`src/verilog/audio_pkg.sv`:
```
// Microphone and meter definitions

package audio_pkg;

    //--------------------------------------------------
    // I2S framing

    localparam int W_SAMPLE  = 24;  // INMP441 sample width
    localparam int SCK_DIV   = 4;   // clk cycles per half period of sck
    localparam int SLOT_BITS = 32;  // sck periods per channel slot

    //--------------------------------------------------
    // Sample stream toward the meter

    typedef struct packed {
        logic                         strobe;   // One clk cycle per new sample
        logic signed [W_SAMPLE - 1:0] value;
    } mic_sample_t;

    //--------------------------------------------------
    // What the digits show

    typedef enum logic {
        SHOW_SAMPLE = 1'b0,
        SHOW_PEAK   = 1'b1
    } display_mode_e;

endpackage

```
`src/verilog/board_pkg.sv`:
```
// TM1638 panel definitions

package board_pkg;

    //--------------------------------------------------
    // Panel geometry and serial timing

    localparam int W_TM_DIGIT = 8;  // 7-segment digits
    localparam int W_TM_LED   = 8;  // Discrete LEDs
    localparam int W_TM_KEY   = 8;  // Scanned keys

    localparam int TM_DIV     = 2;  // clk cycles per half period of sio_clk

    //--------------------------------------------------
    // Command opcodes

    typedef enum logic [7:0] {
        CMD_DATA_AUTO  = 8'h40,     // Write data, address auto increment
        CMD_ADDR_0     = 8'hC0,     // Start at address 0
        CMD_DISPLAY_ON = 8'h8F,     // Display on, full brightness
        CMD_READ_KEYS  = 8'h42      // Key scan read
    } tm_cmd_e;

    //--------------------------------------------------
    // Panel contents and meter display

    typedef struct packed {
        logic [W_TM_DIGIT - 1:0][7:0] seg;  // One hgfedcba byte per digit
        logic [W_TM_LED   - 1:0]      led;  // Bit i lights LED i
    } tm_panel_t;

    typedef struct packed {
        logic [23:0]           value;       // Six hex digits
        logic [W_TM_LED - 1:0] led_bar;
    } display_t;

endpackage
```
`src/verilog/board_specific_top.sv`:
```
// Sound meter board top

`timescale 1ns/1ns

module board_specific_top
    import audio_pkg::*;
    import board_pkg::*;
(
    input  logic CLK,
    input  logic rst_n,

    input  logic MIC_SD,
    output logic MIC_SCK,
    output logic MIC_WS,
    output logic MIC_LR,

    output logic TM_CLK,
    output logic TM_STB,
    output logic TM_DIO_OUT,
    output logic TM_DIO_OE,
    input  logic TM_DIO_IN
);

    mic_sample_t           mic_sample;
    display_t              display;
    tm_panel_t             panel;
    logic [W_TM_KEY - 1:0] tm_keys;

    //--------------------------------------------------

    inmp441_mic_i2s_receiver i_microphone
    (
        .clk    ( CLK        ),
        .rst_n  ( rst_n      ),
        .sd     ( MIC_SD     ),
        .sck    ( MIC_SCK    ),
        .ws     ( MIC_WS     ),
        .lr     ( MIC_LR     ),
        .sample ( mic_sample )
    );

    sound_level_meter i_meter
    (
        .clk     ( CLK        ),
        .rst_n   ( rst_n      ),
        .sample  ( mic_sample ),
        .keys    ( tm_keys    ),
        .display ( display    )
    );

    seven_seg_formatter i_formatter
    (
        .display ( display ),
        .panel   ( panel   )
    );

    //--------------------------------------------------

    tm1638_board_controller i_tm1638
    (
        .clk         ( CLK        ),
        .rst_n       ( rst_n      ),
        .panel       ( panel      ),
        .keys        ( tm_keys    ),
        .sio_clk     ( TM_CLK     ),
        .sio_stb     ( TM_STB     ),
        .sio_dio_out ( TM_DIO_OUT ),
        .sio_dio_oe  ( TM_DIO_OE  ),
        .sio_dio_in  ( TM_DIO_IN  )
    );

endmodule

```
`src/verilog/tm1638_board_controller.sv`:
```
// TM1638 panel controller

`timescale 1ns/1ns

module tm1638_board_controller
    import board_pkg::*;
(
    input  logic                  clk,
    input  logic                  rst_n,
    input  tm_panel_t             panel,
    output logic [W_TM_KEY - 1:0] keys,
    output logic                  sio_clk,
    output logic                  sio_stb,
    output logic                  sio_dio_out,
    output logic                  sio_dio_oe,
    input  logic                  sio_dio_in
);

    typedef enum logic [2:0] {
        IDLE,
        CMD_BYTE,
        DATA_BYTES,
        READ_BYTES,
        STB_GAP
    } state_e;

    typedef logic [$clog2(TM_DIV)         - 1:0] div_cnt_t;
    typedef logic [$clog2(2 * W_TM_DIGIT) - 1:0] byte_cnt_t;

    state_e                    state;
    div_cnt_t                  div_cnt;
    logic                      tick;        // One sio_clk half period elapsed
    logic                      phase;       // Low half 0, high half 1
    logic [2:0]                bit_cnt;
    byte_cnt_t                 byte_cnt;
    logic [1:0]                txn;         // Transaction within the sequence
    logic [7:0]                tx_sr;
    logic [4 * W_TM_KEY - 1:0] rx_sr;       // Two keys per read byte
    logic [4 * W_TM_KEY - 1:0] rx_next;
    logic                      read_rise;
    logic                      last_read;
    tm_panel_t                 snap;

    //--------------------------------------------------
    // Helpers

    function automatic tm_cmd_e txn_cmd(input logic [1:0] t);
        tm_cmd_e cmd;

        case (t)
            2'd0:    cmd = CMD_DATA_AUTO;
            2'd1:    cmd = CMD_ADDR_0;
            2'd2:    cmd = CMD_DISPLAY_ON;
            default: cmd = CMD_READ_KEYS;
        endcase
        return cmd;
    endfunction

    // Even address is a digit, odd address is its LED
    function automatic logic [7:0] data_byte(input tm_panel_t p, input byte_cnt_t idx);
        logic [7:0] b;

        if (idx[0])
            b = {7'd0, p.led[idx[$bits(idx) - 1:1]]};
        else
            b = p.seg[idx[$bits(idx) - 1:1]];
        return b;
    endfunction

    // Key 2b in bit 0 and key 2b+1 in bit 4 of read byte b
    function automatic logic [W_TM_KEY - 1:0] decode_keys(input logic [4 * W_TM_KEY - 1:0] rx);
        logic [W_TM_KEY - 1:0] k;

        for (int b = 0; b < W_TM_KEY / 2; b++)
        begin
            k[2 * b]     = rx[8 * b];
            k[2 * b + 1] = rx[8 * b + 4];
        end
        return k;
    endfunction

    //--------------------------------------------------
    // Serial sequencer

    assign tick        = (div_cnt == div_cnt_t'(TM_DIV - 1));
    assign sio_dio_out = tx_sr[0];                              // LSB first
    assign rx_next     = {sio_dio_in, rx_sr[$left(rx_sr):1]};
    assign read_rise   = tick && (state == READ_BYTES) && !phase;
    assign last_read   = read_rise && (bit_cnt == 3'd7)
                         && (byte_cnt == byte_cnt_t'(W_TM_KEY / 2 - 1));

    always_ff @(posedge clk or negedge rst_n)
    begin
        if (!rst_n)
        begin
            state      <= IDLE;
            div_cnt    <= '0;
            phase      <= 1'b0;
            bit_cnt    <= '0;
            byte_cnt   <= '0;
            txn        <= '0;
            tx_sr      <= 8'hFF;
            sio_clk    <= 1'b1;
            sio_stb    <= 1'b1;
            sio_dio_oe <= 1'b1;
            keys       <= '0;
        end
        else
        begin
            div_cnt <= tick ? '0 : div_cnt + 1'b1;

            if (last_read)
                keys <= decode_keys(rx_next);

            if (tick)
            begin
                case (state)
                    IDLE, STB_GAP:
                    begin
                        if (state == STB_GAP && txn == 2'd3)
                            state <= IDLE;                      // Sequence done
                        else
                        begin
                            state   <= CMD_BYTE;
                            txn     <= (state == IDLE) ? 2'd0 : txn + 1'b1;
                            tx_sr   <= (state == IDLE) ? txn_cmd(2'd0) : txn_cmd(txn + 1'b1);
                            sio_stb <= 1'b0;
                            sio_clk <= 1'b0;
                            phase   <= 1'b0;
                            bit_cnt <= '0;
                        end
                    end

                    default:                                    // Byte shifting states
                    begin
                        if (!phase)
                        begin
                            sio_clk <= 1'b1;                    // Panel samples here
                            phase   <= 1'b1;
                        end
                        else if (bit_cnt != 3'd7)
                        begin
                            sio_clk <= 1'b0;
                            phase   <= 1'b0;
                            bit_cnt <= bit_cnt + 1'b1;
                            tx_sr   <= {1'b1, tx_sr[7:1]};
                        end
                        else
                        begin
                            phase   <= 1'b0;
                            bit_cnt <= '0;

                            if (state == CMD_BYTE && txn_cmd(txn) == CMD_ADDR_0)
                            begin
                                state    <= DATA_BYTES;
                                byte_cnt <= '0;
                                tx_sr    <= data_byte(snap, '0);
                                sio_clk  <= 1'b0;
                            end
                            else if (state == CMD_BYTE && txn_cmd(txn) == CMD_READ_KEYS)
                            begin
                                state      <= READ_BYTES;
                                byte_cnt   <= '0;
                                tx_sr      <= 8'hFF;
                                sio_dio_oe <= 1'b0;             // Panel drives dio
                                sio_clk    <= 1'b0;
                            end
                            else if (state == DATA_BYTES
                                     && byte_cnt != byte_cnt_t'(2 * W_TM_DIGIT - 1))
                            begin
                                byte_cnt <= byte_cnt + 1'b1;
                                tx_sr    <= data_byte(snap, byte_cnt + 1'b1);
                                sio_clk  <= 1'b0;
                            end
                            else if (state == READ_BYTES
                                     && byte_cnt != byte_cnt_t'(W_TM_KEY / 2 - 1))
                            begin
                                byte_cnt <= byte_cnt + 1'b1;
                                sio_clk  <= 1'b0;
                            end
                            else
                            begin
                                state      <= STB_GAP;          // sio_clk stays high
                                sio_stb    <= 1'b1;
                                sio_dio_oe <= 1'b1;
                                tx_sr      <= 8'hFF;
                            end
                        end
                    end
                endcase
            end
        end
    end

    //--------------------------------------------------
    // Frame snapshot and key capture

    always_ff @(posedge clk)
    begin
        if (tick && state == IDLE)
            snap <= panel;                              // One consistent frame

        if (read_rise)
            rx_sr <= rx_next;
    end

    assert property (@(posedge clk) disable iff (!rst_n)
        !sio_dio_oe |-> state == READ_BYTES);

    assert property (@(posedge clk) disable iff (!rst_n)
        sio_stb |-> sio_clk);

endmodule

```
`src/verilog/seven_seg_formatter.sv`:
```
// Hex digit formatter

`timescale 1ns/1ns

module seven_seg_formatter
    import board_pkg::*;
(
    input  display_t  display,
    output tm_panel_t panel
);

    // Segments a to g in bits 0 to 6, decimal point h in bit 7
    function automatic logic [7:0] hex_abcdefgh(input logic [3:0] nibble);
        logic [7:0] seg;

        case (nibble)
            4'h0:    seg = 8'b0011_1111;
            4'h1:    seg = 8'b0000_0110;
            4'h2:    seg = 8'b0101_1011;
            4'h3:    seg = 8'b0100_1111;
            4'h4:    seg = 8'b0110_0110;
            4'h5:    seg = 8'b0110_1101;
            4'h6:    seg = 8'b0111_1101;
            4'h7:    seg = 8'b0000_0111;
            4'h8:    seg = 8'b0111_1111;
            4'h9:    seg = 8'b0110_1111;
            4'hA:    seg = 8'b0111_0111;
            4'hB:    seg = 8'b0111_1100;   // Lower case b
            4'hC:    seg = 8'b0011_1001;
            4'hD:    seg = 8'b0101_1110;   // Lower case d
            4'hE:    seg = 8'b0111_1001;
            default: seg = 8'b0111_0001;
        endcase
        return seg;
    endfunction

    // Panel byte has the point in bit 0 and segment a in bit 7
    function automatic logic [7:0] to_hgfedcba(input logic [7:0] abcdefgh);
        logic [7:0] rev;

        for (int i = 0; i < 8; i++)
            rev[i] = abcdefgh[7 - i];
        return rev;
    endfunction

    always_comb
    begin
        for (int d = 0; d < W_TM_DIGIT; d++)
            panel.seg[d] = '0;                  // Upper digits stay blank

        for (int d = 0; d < $bits(display.value) / 4; d++)
            panel.seg[d] = to_hgfedcba(hex_abcdefgh(display.value[4 * d +: 4]));

        panel.led = display.led_bar;
    end

endmodule

```
`src/verilog/sound_level_meter.sv`:
```
// Sound level meter

`timescale 1ns/1ns

module sound_level_meter
    import audio_pkg::*;
    import board_pkg::*;
(
    input  logic                  clk,
    input  logic                  rst_n,
    input  mic_sample_t           sample,
    input  logic [W_TM_KEY - 1:0] keys,
    output display_t              display
);

    logic [W_TM_KEY - 1:0]        keys_q;
    logic                         clear_rise;
    logic                         mode_rise;
    logic [W_SAMPLE - 1:0]        magnitude;
    logic [W_SAMPLE - 1:0]        peak;
    logic signed [W_SAMPLE - 1:0] latest;
    display_mode_e                mode;

    //--------------------------------------------------
    // Key edges and sample magnitude

    assign clear_rise = keys[0] & ~keys_q[0];   // Key 0 clears the peak
    assign mode_rise  = keys[1] & ~keys_q[1];   // Key 1 flips the mode

    // Most negative sample maps to 2**23, still fits unsigned
    assign magnitude = sample.value[W_SAMPLE - 1] ? $unsigned(-sample.value)
                                                  : $unsigned(sample.value);

    always_ff @(posedge clk or negedge rst_n)
    begin
        if (!rst_n)
        begin
            keys_q <= '0;
            peak   <= '0;
            latest <= '0;
            mode   <= SHOW_SAMPLE;
        end
        else
        begin
            keys_q <= keys;

            if (clear_rise)
                peak <= '0;                             // Clear wins over a sample
            else if (sample.strobe && (magnitude > peak))
                peak <= magnitude;

            if (sample.strobe)
                latest <= sample.value;

            if (mode_rise)
                mode <= (mode == SHOW_SAMPLE) ? SHOW_PEAK : SHOW_SAMPLE;
        end
    end

    //--------------------------------------------------
    // Display value and LED bar

    always_comb
    begin
        display.value = (mode == SHOW_PEAK) ? peak : $unsigned(latest);

        // LED i needs a peak of 2**(16 + i)
        for (int i = 0; i < W_TM_LED; i++)
            display.led_bar[i] = peak >= (W_SAMPLE'(1) << (W_SAMPLE - W_TM_LED + i));
    end

    assert property (@(posedge clk) disable iff (!rst_n)
        !clear_rise |=> peak >= $past(peak));

endmodule

```
`src/verilog/inmp441_mic_i2s_receiver.sv`:
```
// INMP441 I2S receiver

`timescale 1ns/1ns

module inmp441_mic_i2s_receiver
    import audio_pkg::*;
(
    input  logic        clk,
    input  logic        rst_n,
    input  logic        sd,
    output logic        sck,
    output logic        ws,
    output logic        lr,
    output mic_sample_t sample
);

    typedef logic [$clog2(SCK_DIV)       - 1:0] div_cnt_t;
    typedef logic [$clog2(2 * SLOT_BITS) - 1:0] bit_cnt_t;

    div_cnt_t              div_cnt;
    bit_cnt_t              bit_cnt;     // sck period within the frame
    logic                  sck_edge;
    logic                  sck_rise;
    logic                  sck_fall;
    logic                  capture;
    logic                  strobe;
    logic [W_SAMPLE - 1:0] shift_sr;

    //--------------------------------------------------
    // Bit clock and word select

    assign sck_edge = (div_cnt == div_cnt_t'(SCK_DIV - 1));
    assign sck_rise = sck_edge & ~sck;
    assign sck_fall = sck_edge &  sck;

    assign ws = bit_cnt[$left(bit_cnt)];    // Low in the left slot
    assign lr = 1'b0;                       // Mic answers in the left slot

    // MSB arrives one sck period after ws falls
    assign capture = sck_rise
                     && (bit_cnt >= bit_cnt_t'(1))
                     && (bit_cnt <= bit_cnt_t'(W_SAMPLE));

    always_ff @(posedge clk or negedge rst_n)
    begin
        if (!rst_n)
        begin
            div_cnt <= '0;
            sck     <= 1'b0;
            bit_cnt <= '0;
            strobe  <= 1'b0;
        end
        else
        begin
            div_cnt <= sck_edge ? '0 : div_cnt + 1'b1;

            if (sck_edge)
                sck <= ~sck;

            if (sck_fall)
                bit_cnt <= bit_cnt + 1'b1;                      // ws follows on this edge

            strobe <= capture && (bit_cnt == bit_cnt_t'(W_SAMPLE)); // LSB just taken
        end
    end

    //--------------------------------------------------
    // Sample shift register

    always_ff @(posedge clk)
    begin
        if (capture)
            shift_sr <= {shift_sr[W_SAMPLE - 2:0], sd};     // MSB first
    end

    assign sample.strobe = strobe;
    assign sample.value  = signed'(shift_sr);

    // New samples are a full frame apart, never back to back
    assert property (@(posedge clk) disable iff (!rst_n)
        sample.strobe |=> !sample.strobe);

endmodule

```
`config.mk`:
```
export PLATFORM = sky130hd
export DESIGN_NAME = board_specific_top
export DESIGN_NICKNAME = d
export VERILOG_FILES = /design/src/verilog/audio_pkg.sv /design/src/verilog/board_pkg.sv /design/src/verilog/board_specific_top.sv /design/src/verilog/tm1638_board_controller.sv /design/src/verilog/seven_seg_formatter.sv /design/src/verilog/sound_level_meter.sv /design/src/verilog/inmp441_mic_i2s_receiver.sv
export SDC_FILE = /design/constraint.sdc
export NUM_CORES = 1
export LEC_CHECK = 0
export BUFFER_PORTS_ARGS = -buffer_cell sky130_fd_sc_hd__clkbuf_2
export CELL_PAD_IN_SITES_DETAIL_PLACEMENT = 1
export CELL_PAD_IN_SITES_GLOBAL_PLACEMENT = 1
export CORE_ASPECT_RATIO = 0.6
export CORE_MARGIN = 8
export CORE_UTILIZATION = 47
export CTS_CLUSTER_SIZE = 10
export DETAILED_ROUTE_END_ITERATION = 16
export PLACE_DENSITY = 0.76
export SKIP_CTS_REPAIR_TIMING = 1
export SYNTH_ARGS = -nofsm -noshare
export SYNTH_HDL_FRONTEND = slang
export SYNTH_SLANG_ARGS = --single-unit
```
`constraint.sdc`:
```
create_clock -name CLK -period 3.75 [get_ports CLK]
set_input_delay 0.1875 -clock CLK [delete_from_list [all_inputs] [get_ports CLK]]
set_output_delay 0.1875 -clock CLK [all_outputs]
set_load 0.005 [all_outputs]
```
==> results of run 1 <==
state kept, by name (all words and copies together) (netlist names), 2 cells and up:
| register | count |
|---|---|
| i_microphone.shift_sr | 24 |
| i_tm1638.byte_cnt | 4 |
| i_meter.peak | 24 |
| i_tm1638.txn | 2 |
| i_tm1638.state | 3 |
| i_meter.keys_q | 2 |
| i_meter.latest | 24 |
| i_microphone.div_cnt | 2 |
| i_tm1638.bit_cnt | 3 |
| i_tm1638.rx_sr | 31 |
| i_tm1638.snap | 50 |
| i_microphone.bit_cnt | 6 |
| i_tm1638.keys | 2 |
| i_tm1638.tx_sr | 8 |
cell type report:
type,instances,area [µm²]
fill,2308,9860
timing repair buffer,80,631
tap,286,358
multi-input combinational,645,4980
inverter,64,240
sequential,193,5370
clock inverter,13,149
clock buffer,19,433
layout by cell type, fill, tap and decap left out, types with 23 or more instances in the layout:
cell type | netlist | routed
inv_1 | 64 | 63
buf_4 | 1 | 63
nor2_1 | 58 | 57
dfrtp_1 | 77 | 76
edfxtp_1 | 105 | 105
mux2i_1 | 38 | 38
a21oi_1 | 82 | 81
mux2_2 | 40 | 40
nand2_1 | 72 | 72
ha_1 | 77 | 76
nor3_1 | 35 | 23
o21ai_0 | 33 | 30
per-stage QoR:
stage | setup WS, ns | cell area (µm²) | hold slack (ns) | cells | power (mW)
2_1_floorplan | -0.00798 | 10600 | -0.108 | 939 | 2.26
3_3_place_gp | -0.0208 | 11300 | 0.366 | 1256 | 2.29
3_5_place_dp | -0.215 | 11300 | 0.368 | 1256 | 2.29
4_1_cts | -0.262 | 11900 | -0.0940 | 1288 | 4.14
5_1_grt | -0.370 | 12200 | 0.424 | 1300 | 4.20
6_report | -0.239 | 12200 | 0.415 | 1300 | 4.10
path summary, 6_finish.rpt:
path	startpoint	end	slack, ns	cells after the start
hold / removal	i_tm1638.keys[1]$_DFFE_PN0P_	i_meter.keys_q[1]$_DFF_PN0_	0.42	0
setup reg to reg	i_microphone.shift_sr[0]$_DFFE_PP_	i_meter.peak[5]$_DFFE_PN0P_	-0.24	14
max in group asynchronous	rst_n	i_microphone.div_cnt[0]$_DFF_PN0_	2.43	3
setup / recovery	i_microphone.shift_sr[0]$_DFFE_PP_	i_meter.peak[5]$_DFFE_PN0P_	-0.24	14
hold reg to reg	i_tm1638.keys[1]$_DFFE_PN0P_	i_meter.keys_q[1]$_DFF_PN0_	0.42	0
min in group asynchronous	rst_n	i_meter.latest[21]$_DFFE_PN0P_	0.43	2
layer usage:
layer | global-route usage | vias up | routed length [µm]
met5 | 0 | - | 0
met4 | 0.0394 | 0 | 231
met3 | 0.0408 | 20 | 1310
met2 | 0.300 | 148 | 12300
met1 | 0.310 | 4023 | 14500
li1 | - | 3563 | -
logic make-up after synthesis:
logic type,count (synthesis),synth area share
adder cells (fa/ha/maj),77,0.0914
flip-flops,193,0.509
multiplexers,91,0.107
XOR/XNOR,32,0.0266
AND/OR/NAND/NOR,244,0.111
other,1,0.000356
buffers and inverters,101,0.0374
AO/OA/AOI/OAI,200,0.118
report_power, final:
part	internal [mW]	switching [mW]
sequential	2.22	0
combinational	0.00409	0.0209
clock	0.998	0.863
total	3.22	0.884
critical path, stage by stage (launching register included):
cell and delay, ns:
edfxtp_1 0.46, inv_2 0.12, ha_4 0.14, or3b_4 0.43, or4_4 0.46, o31ai_4 0.27
xnor2_2 0.10, ha_1 0.30, nand4_1 0.12, or4_4 0.45, a311o_1 0.34, and3_4 0.22
buf_12 0.15, o211ai_1 0.21, nand2_1 0.09
==> out/qor.csv, run 1 <==
stage;metric;value;unit
sta;fin_setup_tns;-4.09;ns
drt;viasPerCell;5.96;
synth;syn_nets;1020;
drt;avgRoutedWirePerCell;21.8;µm
outcome;outcome;finished with violations;
synth;syn-mean-instance-area;11.2;µm²
sta;slew_viol_final;0;
setup_path;critPathLaunchType;flop;
global_route;grt_antenna_before_repair;0;
synth;synth_flop_cell;edfxtp_1;
global_route;track_usage;0.205;
setup_path;crit_path_end_kind;flop;
clock_tree;numCtsBuffers;17;
global_route;grt_first_pass_wirelength;45.1;mm
setup_path;path_class;flop to flop;
drt;vias;7754;
sta;fin_skew;0.0136;ns
synth;async_flop_share;0.456;
drt;drt_iter0_drc;556;
clock_tree;clock_latency;0.44;ns
sta;post-route-period-util;1.06;
clock_tree;tritoncts;built;
sta;fmax;251;MHz
synth;netlist_area;10500;µm²
layout;area_growth_syn_to_layout;15.3;%
synth;yosysUniqueCellTypes;59;
floorplan;dieArea;27600;µm²
sta;fin_ws;-0.239;ns
floorplan;core_region_area;22000;µm²
clock_tree;clkTransAtPathRegs;0.08;ns
global_route;grt_pass1_vias;7958;
sta;hold_viol_final;0;
floorplan;die_width;209;µm
floorplan;rows;42;
global_route;grt_start_max_net_pins;71;
sta;rsz0062_at_grt;true;
sta;relSlewSlack;0.335;
sta;setup_viol;24;
job;drv_cap;0;
layout;finalNetCount;1082;
layout;final_layout_size_suffix_gt1_frac;0.208;
synth;synth-seq-area-share;0.509;
placement;hpwl;20.3;mm
setup_path;critical_path.max_fanout;15;
sta;period_minus_slack;3.99;ns
synth;yosys_register_bits;193;
placement;gp_congestion;0.892;
power;leakagePower;4.66;nW
setup_path;arrival;4.31;ns
drt;ant_nets;0;
synth;synth.most_common_cell;edfxtp_1;
floorplan;start_util;0.479;
drt;routed_wirelength;28.3;mm
drt;post-route-drc-count;0;
synth;yosysWarnings;0;
placement;port_buffers;9;
sta;worstMarginPinSlew;0.998;ns
synth;synth_edf_count;105;
hold_path;hold_class;flop to flop;
clock_tree;clockBufferDepth;2;
synth;synth_top_area_frac;0.299;
layout;antenna_cells;0;
drt;drt_pass1_iterations;5;
layout;final_core_utilization;0.552;
power;ir_drop;0.285;mV
synth;synth_cells;939;
power;powerDensity;338;nW/µm²
outcome;violations;setup timing;
synth;synth_top_area_cell;edfxtp_1;
clock_tree;cts_root_buf;clkbuf_16;
synth;synthTopCellsByCount;edfxtp_1 (105), a21oi_1 (82), dfrtp_1 (77), ha_1 (77), nand2_1 (72);
floorplan;boundaryPins;11;
global_route;grt_overflow;0;
synth;synthTopCellsByArea;edfxtp_1 (30%), dfrtp_1 (18%), ha_1 (9.1%);
setup_path;cp.required;4.07;ns
clock_tree;htreeDepth;4;
clock_tree;cts_sinks;193;
floorplan;die_y;132;µm
Power figures use the tool's default switching activity.
==> inputs of run 2 (changes only) <==
--- a/config.mk
+++ b/config.mk
@@ -8,8 +8,8 @@
 export BUFFER_PORTS_ARGS = -buffer_cell sky130_fd_sc_hd__clkbuf_2
 export CELL_PAD_IN_SITES_DETAIL_PLACEMENT = 1
 export CELL_PAD_IN_SITES_GLOBAL_PLACEMENT = 1
-export CORE_ASPECT_RATIO = 0.6
-export CORE_MARGIN = 8
+export CORE_ASPECT_RATIO = 0.9
+export CORE_MARGIN = 1.5
 export CORE_UTILIZATION = 47
 export CTS_CLUSTER_SIZE = 10
 export DETAILED_ROUTE_END_ITERATION = 16
==> out/qor.csv, run 2 (synthesis results as in run 1) <==
stage;metric;value;unit;change
placement;pre_cts_slack;-0.0338;ns;+0.181 ns
placement;hpwl;18.7;mm;-7.5%
setup_path;crit_buf_inv;2;;unchanged
layout;top_register;i_tm1638.snap;;
clock_tree;clockBufferDepth;2;;unchanged
sta;fin_setup_tns;-1.53;ns;+2.56 ns
power;ir_drop;0.222;mV;-22%
sta;setup_viol;24;;unchanged
drt;viasPerCell;5.81;;-2.5%
setup_path;arrival;4.12;ns;-0.19 ns
layout;layout_common_cells;edfxtp_1 (105), a21oi_1 (81), ha_1 (77), dfrtp_1 (76), nand2_1 (72);;
floorplan;core_region_area;21800;µm²;-0.89%
power;p_total;4.02;mW;-2.0%
floorplan;dieArea;23300;µm²;-16%
layout;reg_top3;i_tm1638.snap x50, i_tm1638.rx_sr x31;;
global_route;grt_antenna_before_repair;0;;unchanged
floorplan;rows;51;;+21%
sta;period_minus_slack;3.85;ns;-0.135 ns
layout;antenna_cells;0;;unchanged
setup_path;cp.depth;14;;unchanged
setup_path;reg2reg_depth;14;;unchanged
drt;drt_iter0_drc;490;;-12%
hold_path;hold_class;input pin to asynchronous set/reset pin;;
sta;rsz0062_at_grt;true;;
sta;hold_viol_final;0;;unchanged
sta;fmax;259;MHz;+3.5%
sta;fin_ws;-0.104;ns;+0.135 ns
setup_path;crit_family;simple AND/OR/NAND/NOR gates;;
layout;finalNetCount;1071;;-1.0%
job;drv_cap;0;;unchanged
setup_path;reg2reg_to;i_meter.peak[18]$_DFFE_PN0P_;;
layout;multi_input_area;4940;µm²;-0.85%
layout;largest_reg_flops;50;;unchanged
sta;fin_skew;0.0123;ns;-0.00129 ns
sta;post-route-period-util;1.03;;-0.0361
drt;avgRoutedWirePerCell;20.6;µm;-5.4%
floorplan;start_util;0.483;;+0.00428
drt;post-route-drc-count;0;;unchanged
floorplan;die_width;161;µm;-23%
setup_path;cp_slowest_cell;or4_4;;
setup_path;path_class;flop to flop;;
drt;ant_nets;0;;unchanged
global_route;grt_first_pass_wirelength;41.8;mm;-7.4%
sta;relSlewSlack;0.158;;-0.177
clock_tree;htreeDepth;4;;unchanged
sta;worstMarginPinSlew;1.26;ns;+0.263 ns
layout;final_layout_size_suffix_gt1_frac;0.194;;-0.0137
clock_tree;clock_latency;0.44;ns;about the same
layout;fillers;2335;;+1.2%
clock_tree;cts_root_buf;clkbuf_16;;
setup_path;cp.required;4.02;ns;-0.05 ns
drt;routed_wirelength;26.7;mm;-5.8%
outcome;outcome;finished with violations;;
layout;area_growth_syn_to_layout;14.4;%;
global_route;grt_pass1_vias;7746;;-2.7%
placement;gp_congestion;0.840;;-5.9%
layout;layout_commonest_cell;edfxtp_1;;
setup_path;ff2ff_setup_slack;-0.10;ns;+0.14 ns
clock_tree;numCtsBuffers;17;;unchanged
setup_path;crit_path_end_kind;flop;;
global_route;grt_start_max_net_pins;61;;-14%
outcome;violations;setup timing;;
sta;slew_viol_final;0;;unchanged
setup_path;crit_chain;inv_2 -> ha_1 -> or3b_4 -> or4_4 -> o31ai_4 -> xnor2_2 -> ha_1 -> nand4_1 -> or4_4 -> a311o_1 -> and3_4 -> buf_12 -> nor3_1 -> nor3_1;;
setup_path;reg2reg_from;i_microphone.shift_sr[0]$_DFFE_PP_;;
layout;regArea;5370;µm²;unchanged
setup_path;max_stage_delay;0.46;ns;about the same
setup_path;critPathLaunchType;flop;;
global_route;track_usage;0.228;;+0.0228
floorplan;boundaryPins;11;;unchanged
clock_tree;clkTransAtPathRegs;0.08;ns;about the same
drt;drt_pass1_iterations;5;;unchanged
floorplan;die_y;145;µm;+9.9%
placement;port_buffers;9;;unchanged
power;leakagePower;4.61;nW;-1.1%
clock_tree;cts_sinks;193;;unchanged
setup_path;critical_path.max_fanout;12;;-3
drt;vias;7522;;-3.0%
power;powerDensity;334;nW/µm²;-1.2%
global_route;grt_overflow;0;;unchanged
clock_tree;tritoncts;built;;
run 2: changes by cell type in the layout (fill, tap and decap cells not counted), moves of 2 or more:
cell,delta
buf_6,-2
inv_6,-3
clkbuf_1,-2
nor3_1,+2
clkbuf_8,+2
buf_4,-11
bufinv_16,-2
inv_8,+2
nor3_2,-2
clkinv_4,+3
run 2: worst reg2reg max path, stage by stage (launching register included):
cell	delay [ns]
edfxtp_1	0.41
inv_2	0.08
ha_1	0.17
or3b_4	0.43
or4_4	0.46
o31ai_4	0.21
xnor2_2	0.09
ha_1	0.31
nand4_1	0.16
or4_4	0.45
a311o_1	0.30
and3_4	0.22
buf_12	0.15
nor3_1	0.17
nor3_1	0.07
run 2: worst max path at each step:
stage / startpoint / end / slack (ns)
floorplan: i_microphone.shift_sr[8]$_DFFE_PP_ / i_meter.peak[12]$_DFFE_PN0P_ / -0.008
global placement: i_microphone.shift_sr[0]$_DFFE_PP_ / i_meter.peak[0]$_DFFE_PN0P_ / 0.03
detailed placement: i_microphone.shift_sr[1]$_DFFE_PP_ / i_meter.peak[0]$_DFFE_PN0P_ / -0.03
CTS: i_microphone.shift_sr[1]$_DFFE_PP_ / i_meter.peak[23]$_DFFE_PN0P_ / -0.13
global route: i_microphone.shift_sr[0]$_DFFE_PP_ / i_meter.peak[16]$_DFFE_PN0P_ / -0.27
finish: i_microphone.shift_sr[0]$_DFFE_PP_ / i_meter.peak[18]$_DFFE_PN0P_ / -0.10
run 2: metrics by stage:
| stage | area, µm² | hold WS (ns) | cells | util |
|---|---|---|---|---|
| 6_report | 12100 | 0.378 | 1294 | 0.553 |
| 5_1_grt | 12100 | 0.425 | 1294 | 0.553 |
| 4_1_cts | 11900 | -0.139 | 1282 | 0.543 |
| 3_5_place_dp | 11300 | 0.334 | 1250 | 0.517 |
| 3_3_place_gp | 11300 | 0.325 | 1250 | 0.517 |
| 2_1_floorplan | 10600 | -0.108 | 939 | - |
run 2: layout make-up:
cell class	count	area share
multi-input combinational	645	0.409
inverter	64	0.0199
timing repair buffer	69	0.0481
clock buffer	19	0.0375
sequential	193	0.445
tap	291	0.0302
clock inverter	13	0.0101
run 2: power by group:
group          switching, mW  total [mW]  internal [mW]  leakage (nW)
combinational         0.0201      0.0242        0.00409          2.38
sequential                 0        2.22           2.22          1.94
clock                  0.871        1.78          0.912         0.283
run 2: routing by layer:
metal | vias to the layer above | track usage | wire length [µm]
met5 | - | 0 | 0
met2 | 128 | 0.383 | 13200
met3 | 33 | 0.0277 | 779
li1 | 3529 | - | -
met1 | 3832 | 0.309 | 12200
met4 | 0 | 0.0681 | 475
==> inputs of run 3 (changes only) <==
--- a/config.mk
+++ b/config.mk
@@ -10,10 +10,10 @@
 export CELL_PAD_IN_SITES_GLOBAL_PLACEMENT = 1
 export CORE_ASPECT_RATIO = 0.9
 export CORE_MARGIN = 1.5
-export CORE_UTILIZATION = 47
+export CORE_UTILIZATION = 50
 export CTS_CLUSTER_SIZE = 10
 export DETAILED_ROUTE_END_ITERATION = 16
-export PLACE_DENSITY = 0.76
+export PLACE_DENSITY = 0.77
 export SKIP_CTS_REPAIR_TIMING = 1
 export SYNTH_ARGS = -nofsm -noshare
 export SYNTH_HDL_FRONTEND = slang
==> constraint.sdc (replaced) <==
create_clock -name CLK -period 4.4 [get_ports CLK]
set_input_delay 0.22 -clock CLK [delete_from_list [all_inputs] [get_ports CLK]]
set_output_delay 0.22 -clock CLK [all_outputs]
set_load 0.005 [all_outputs]
==> out/qor.csv, run 3 (synthesis results as in run 1) <==
stage;metric;value;unit;change
outcome;outcome;finished, final reports clean;;
clock_tree;tritoncts;built;;
clock_tree;clock_latency;0.44;ns;about the same
floorplan;rows;50;;-2.0%
clock_tree;clockBufferDepth;2;;unchanged
layout;finalNetCount;1037;;-3.2%
setup_path;cp.required;4.72;ns;+0.70 ns
layout;layout_common_cells;edfxtp_1 (105), a21oi_1 (81), ha_1 (77), dfrtp_1 (76), nand2_1 (72);;
hold_path;hold_class;flop to flop;;
drt;viasPerCell;5.76;;-0.98%
placement;hpwl;18.2;mm;-2.6%
setup_path;path_class;flop to flop;;
setup_path;crit_path_end_kind;flop;;
floorplan;boundaryPins;11;;unchanged
global_route;grt_antenna_before_repair;0;;unchanged
global_route;grt_overflow;0;;unchanged
floorplan;start_util;0.508;;+0.0245
floorplan;core_region_area;20800;µm²;-4.8%
layout;top_register;i_tm1638.snap;;
clock_tree;htreeDepth;4;;unchanged
drt;drt_iter0_drc;389;;-21%
sta;relSlewSlack;0.323;;+0.166
layout;regArea;5370;µm²;unchanged
sta;rsz0062_at_grt;false;;
drt;avgRoutedWirePerCell;20.2;µm;-1.9%
sta;post-route-period-util;0.938;;-0.0893
power;powerDensity;296;nW/µm²;-11%
placement;port_buffers;9;;unchanged
sta;worstMarginPinSlew;1.01;ns;-0.249 ns
layout;fillers;2192;;-6.1%
clock_tree;clkTransAtPathRegs;0.08;ns;about the same
global_route;top_usage_layer;met2;;
global_route;grt_pass1_vias;7620;;-1.6%
setup_path;ff2ff_setup_slack;0.27;ns;+0.37 ns
global_route;grt.met2_usage;0.407;;+0.0243
sta;fin_skew;0.0150;ns;+0.00271 ns
global_route;track_usage;0.246;;+0.0180
hold_path;min_path_cells;0;;
placement;place_area;11000;µm²;-2.5%
hold_path;hold_start;i_tm1638.keys[1]$_DFFE_PN0P_;;
setup_path;critical_path.max_fanout;15;;+3
layout;area_growth_syn_to_layout;10.3;%;
layout;antenna_cells;0;;unchanged
global_route;grtUsageMet1;0.343;;+0.0341
floorplan;die_y;141;µm;-3.0%
setup_path;critPathLaunch;i_microphone.shift_sr[0]$_DFFE_PP_;;
setup_path;critPathLaunchType;flop;;
layout;final_layout_size_suffix_gt1_frac;0.149;;-0.0458
power;p_total;3.44;mW;-14%
placement;gp_congestion;0.847;;+0.82%
sta;setup_viol;0;;-100%
drt;routed_wirelength;25.4;mm;-4.8%
layout;multi_input_area;4820;µm²;-2.4%
clock_tree;cts_sinks;193;;unchanged
sta;fin_setup_tns;0;ns;+1.53 ns
drt;ant_nets;0;;unchanged
sta;slew_viol_final;0;;unchanged
layout;layout_commonest_cell;edfxtp_1;;
layout;largest_reg_flops;50;;unchanged
layout;reg_top3;i_tm1638.snap x50, i_tm1638.rx_sr x31;;
sta;fmax;242;MHz;-6.7%
floorplan;dieArea;22000;µm²;-5.9%
hold_path;hold_end;i_meter.keys_q[1]$_DFF_PN0_;;
setup_path;arrival;4.45;ns;+0.33 ns
layout;final_cell_area;11600;µm²;-3.6%
floorplan;die_width;156;µm;-3.0%
global_route;grt_start_max_net_pins;52;;-15%
setup_path;reg2reg_depth;15;;+1
global_route;grt_use_met3;0.0403;;+0.0125
drt;post-route-drc-count;0;;unchanged
power;leakagePower;4.39;nW;-4.7%
setup_path;reg2reg_from;i_microphone.shift_sr[0]$_DFFE_PP_;;
power;ir_drop;0.175;mV;-21%
sta;period_minus_slack;4.13;ns;+0.275 ns
clock_tree;numCtsBuffers;17;;unchanged
drt;drt_pass1_iterations;4;;-1
drt;vias;7224;;-4.0%
setup_path;reg2reg_to;i_meter.peak[0]$_DFFE_PN0P_;;
global_route;grt_first_pass_wirelength;41.5;mm;-0.69%
sta;hold-worst-slack;0.414;ns;+0.0365 ns
sta;hold_viol_final;0;;unchanged
job;drv_cap;0;;unchanged
clock_tree;cts_root_buf;clkbuf_16;;
==> run 3: changes by cell type in the layout (fill, tap and decap cells not counted), sizes merged <==
cell,before,now
buf,57,24
clkinv,6,8
clkbuf,28,26
inv,70,69
==> run 3: per-stage QoR <==
step	instances	setup WS, ns	utilization
CTS	1252	0.220	0.557
global placement	1220	0.401	0.530
global route	1255	0.0124	0.560
detailed placement	1220	0.263	0.530
finish	1255	0.271	0.560
floorplan	939	0.478	-
==> run 3: layout make-up <==
cell class	count	share of cell area
Inverter	64	0.0207
Clock buffer	18	0.0369
Tap cell	286	0.0308
Timing Repair Buffer	35	0.0226
Sequential cell	193	0.462
Clock inverter	14	0.0129
Multi-Input combinational cell	645	0.414
==> run 3: report_power, final <==
| group | leakage, nW | switching (mW) | total (mW) | internal (mW) |
|---|---|---|---|---|
| Combinational | 2.17 | 0.0177 | 0.0212 | 0.00350 |
| Clock | 0.279 | 0.775 | 1.53 | 0.756 |
| Sequential | 1.94 | 0 | 1.89 | 1.89 |
==> run 3: per-layer routing <==
metal,vias to the layer above,share of wire
li1,3467,-
met1,3664,0.49
met2,81,0.48
met3,12,0.023
met4,0,0.0086
met5,-,0
==> run 3: critical path, cell delays in order (launching register included) <==
cell and delay, ns:
edfxtp_1 0.48, inv_1 0.13, ha_1 0.17, or3b_2 0.51, nor4_2 0.17, buf_4 0.17
a31oi_1 0.09, xor2_1 0.19, ha_1 0.35, nand4_1 0.17, or4_1 0.59, a311o_1 0.32
and3_1 0.21, buf_4 0.21, o21ai_0 0.18, a21oi_1 0.09
==> run 3: worst max path at each step <==
stage | depth (start not counted) | slack (ns) | to
finish | 15 | 0.27 | i_meter.peak[0]$_DFFE_PN0P_
global route | 12 | 0.01 | i_meter.peak[3]$_DFFE_PN0P_
CTS | 15 | 0.22 | i_meter.peak[17]$_DFFE_PN0P_
detailed placement | 15 | 0.26 | i_meter.peak[0]$_DFFE_PN0P_
global placement | 15 | 0.40 | i_meter.peak[0]$_DFFE_PN0P_
floorplan | 15 | 0.48 | i_meter.peak[12]$_DFFE_PN0P_
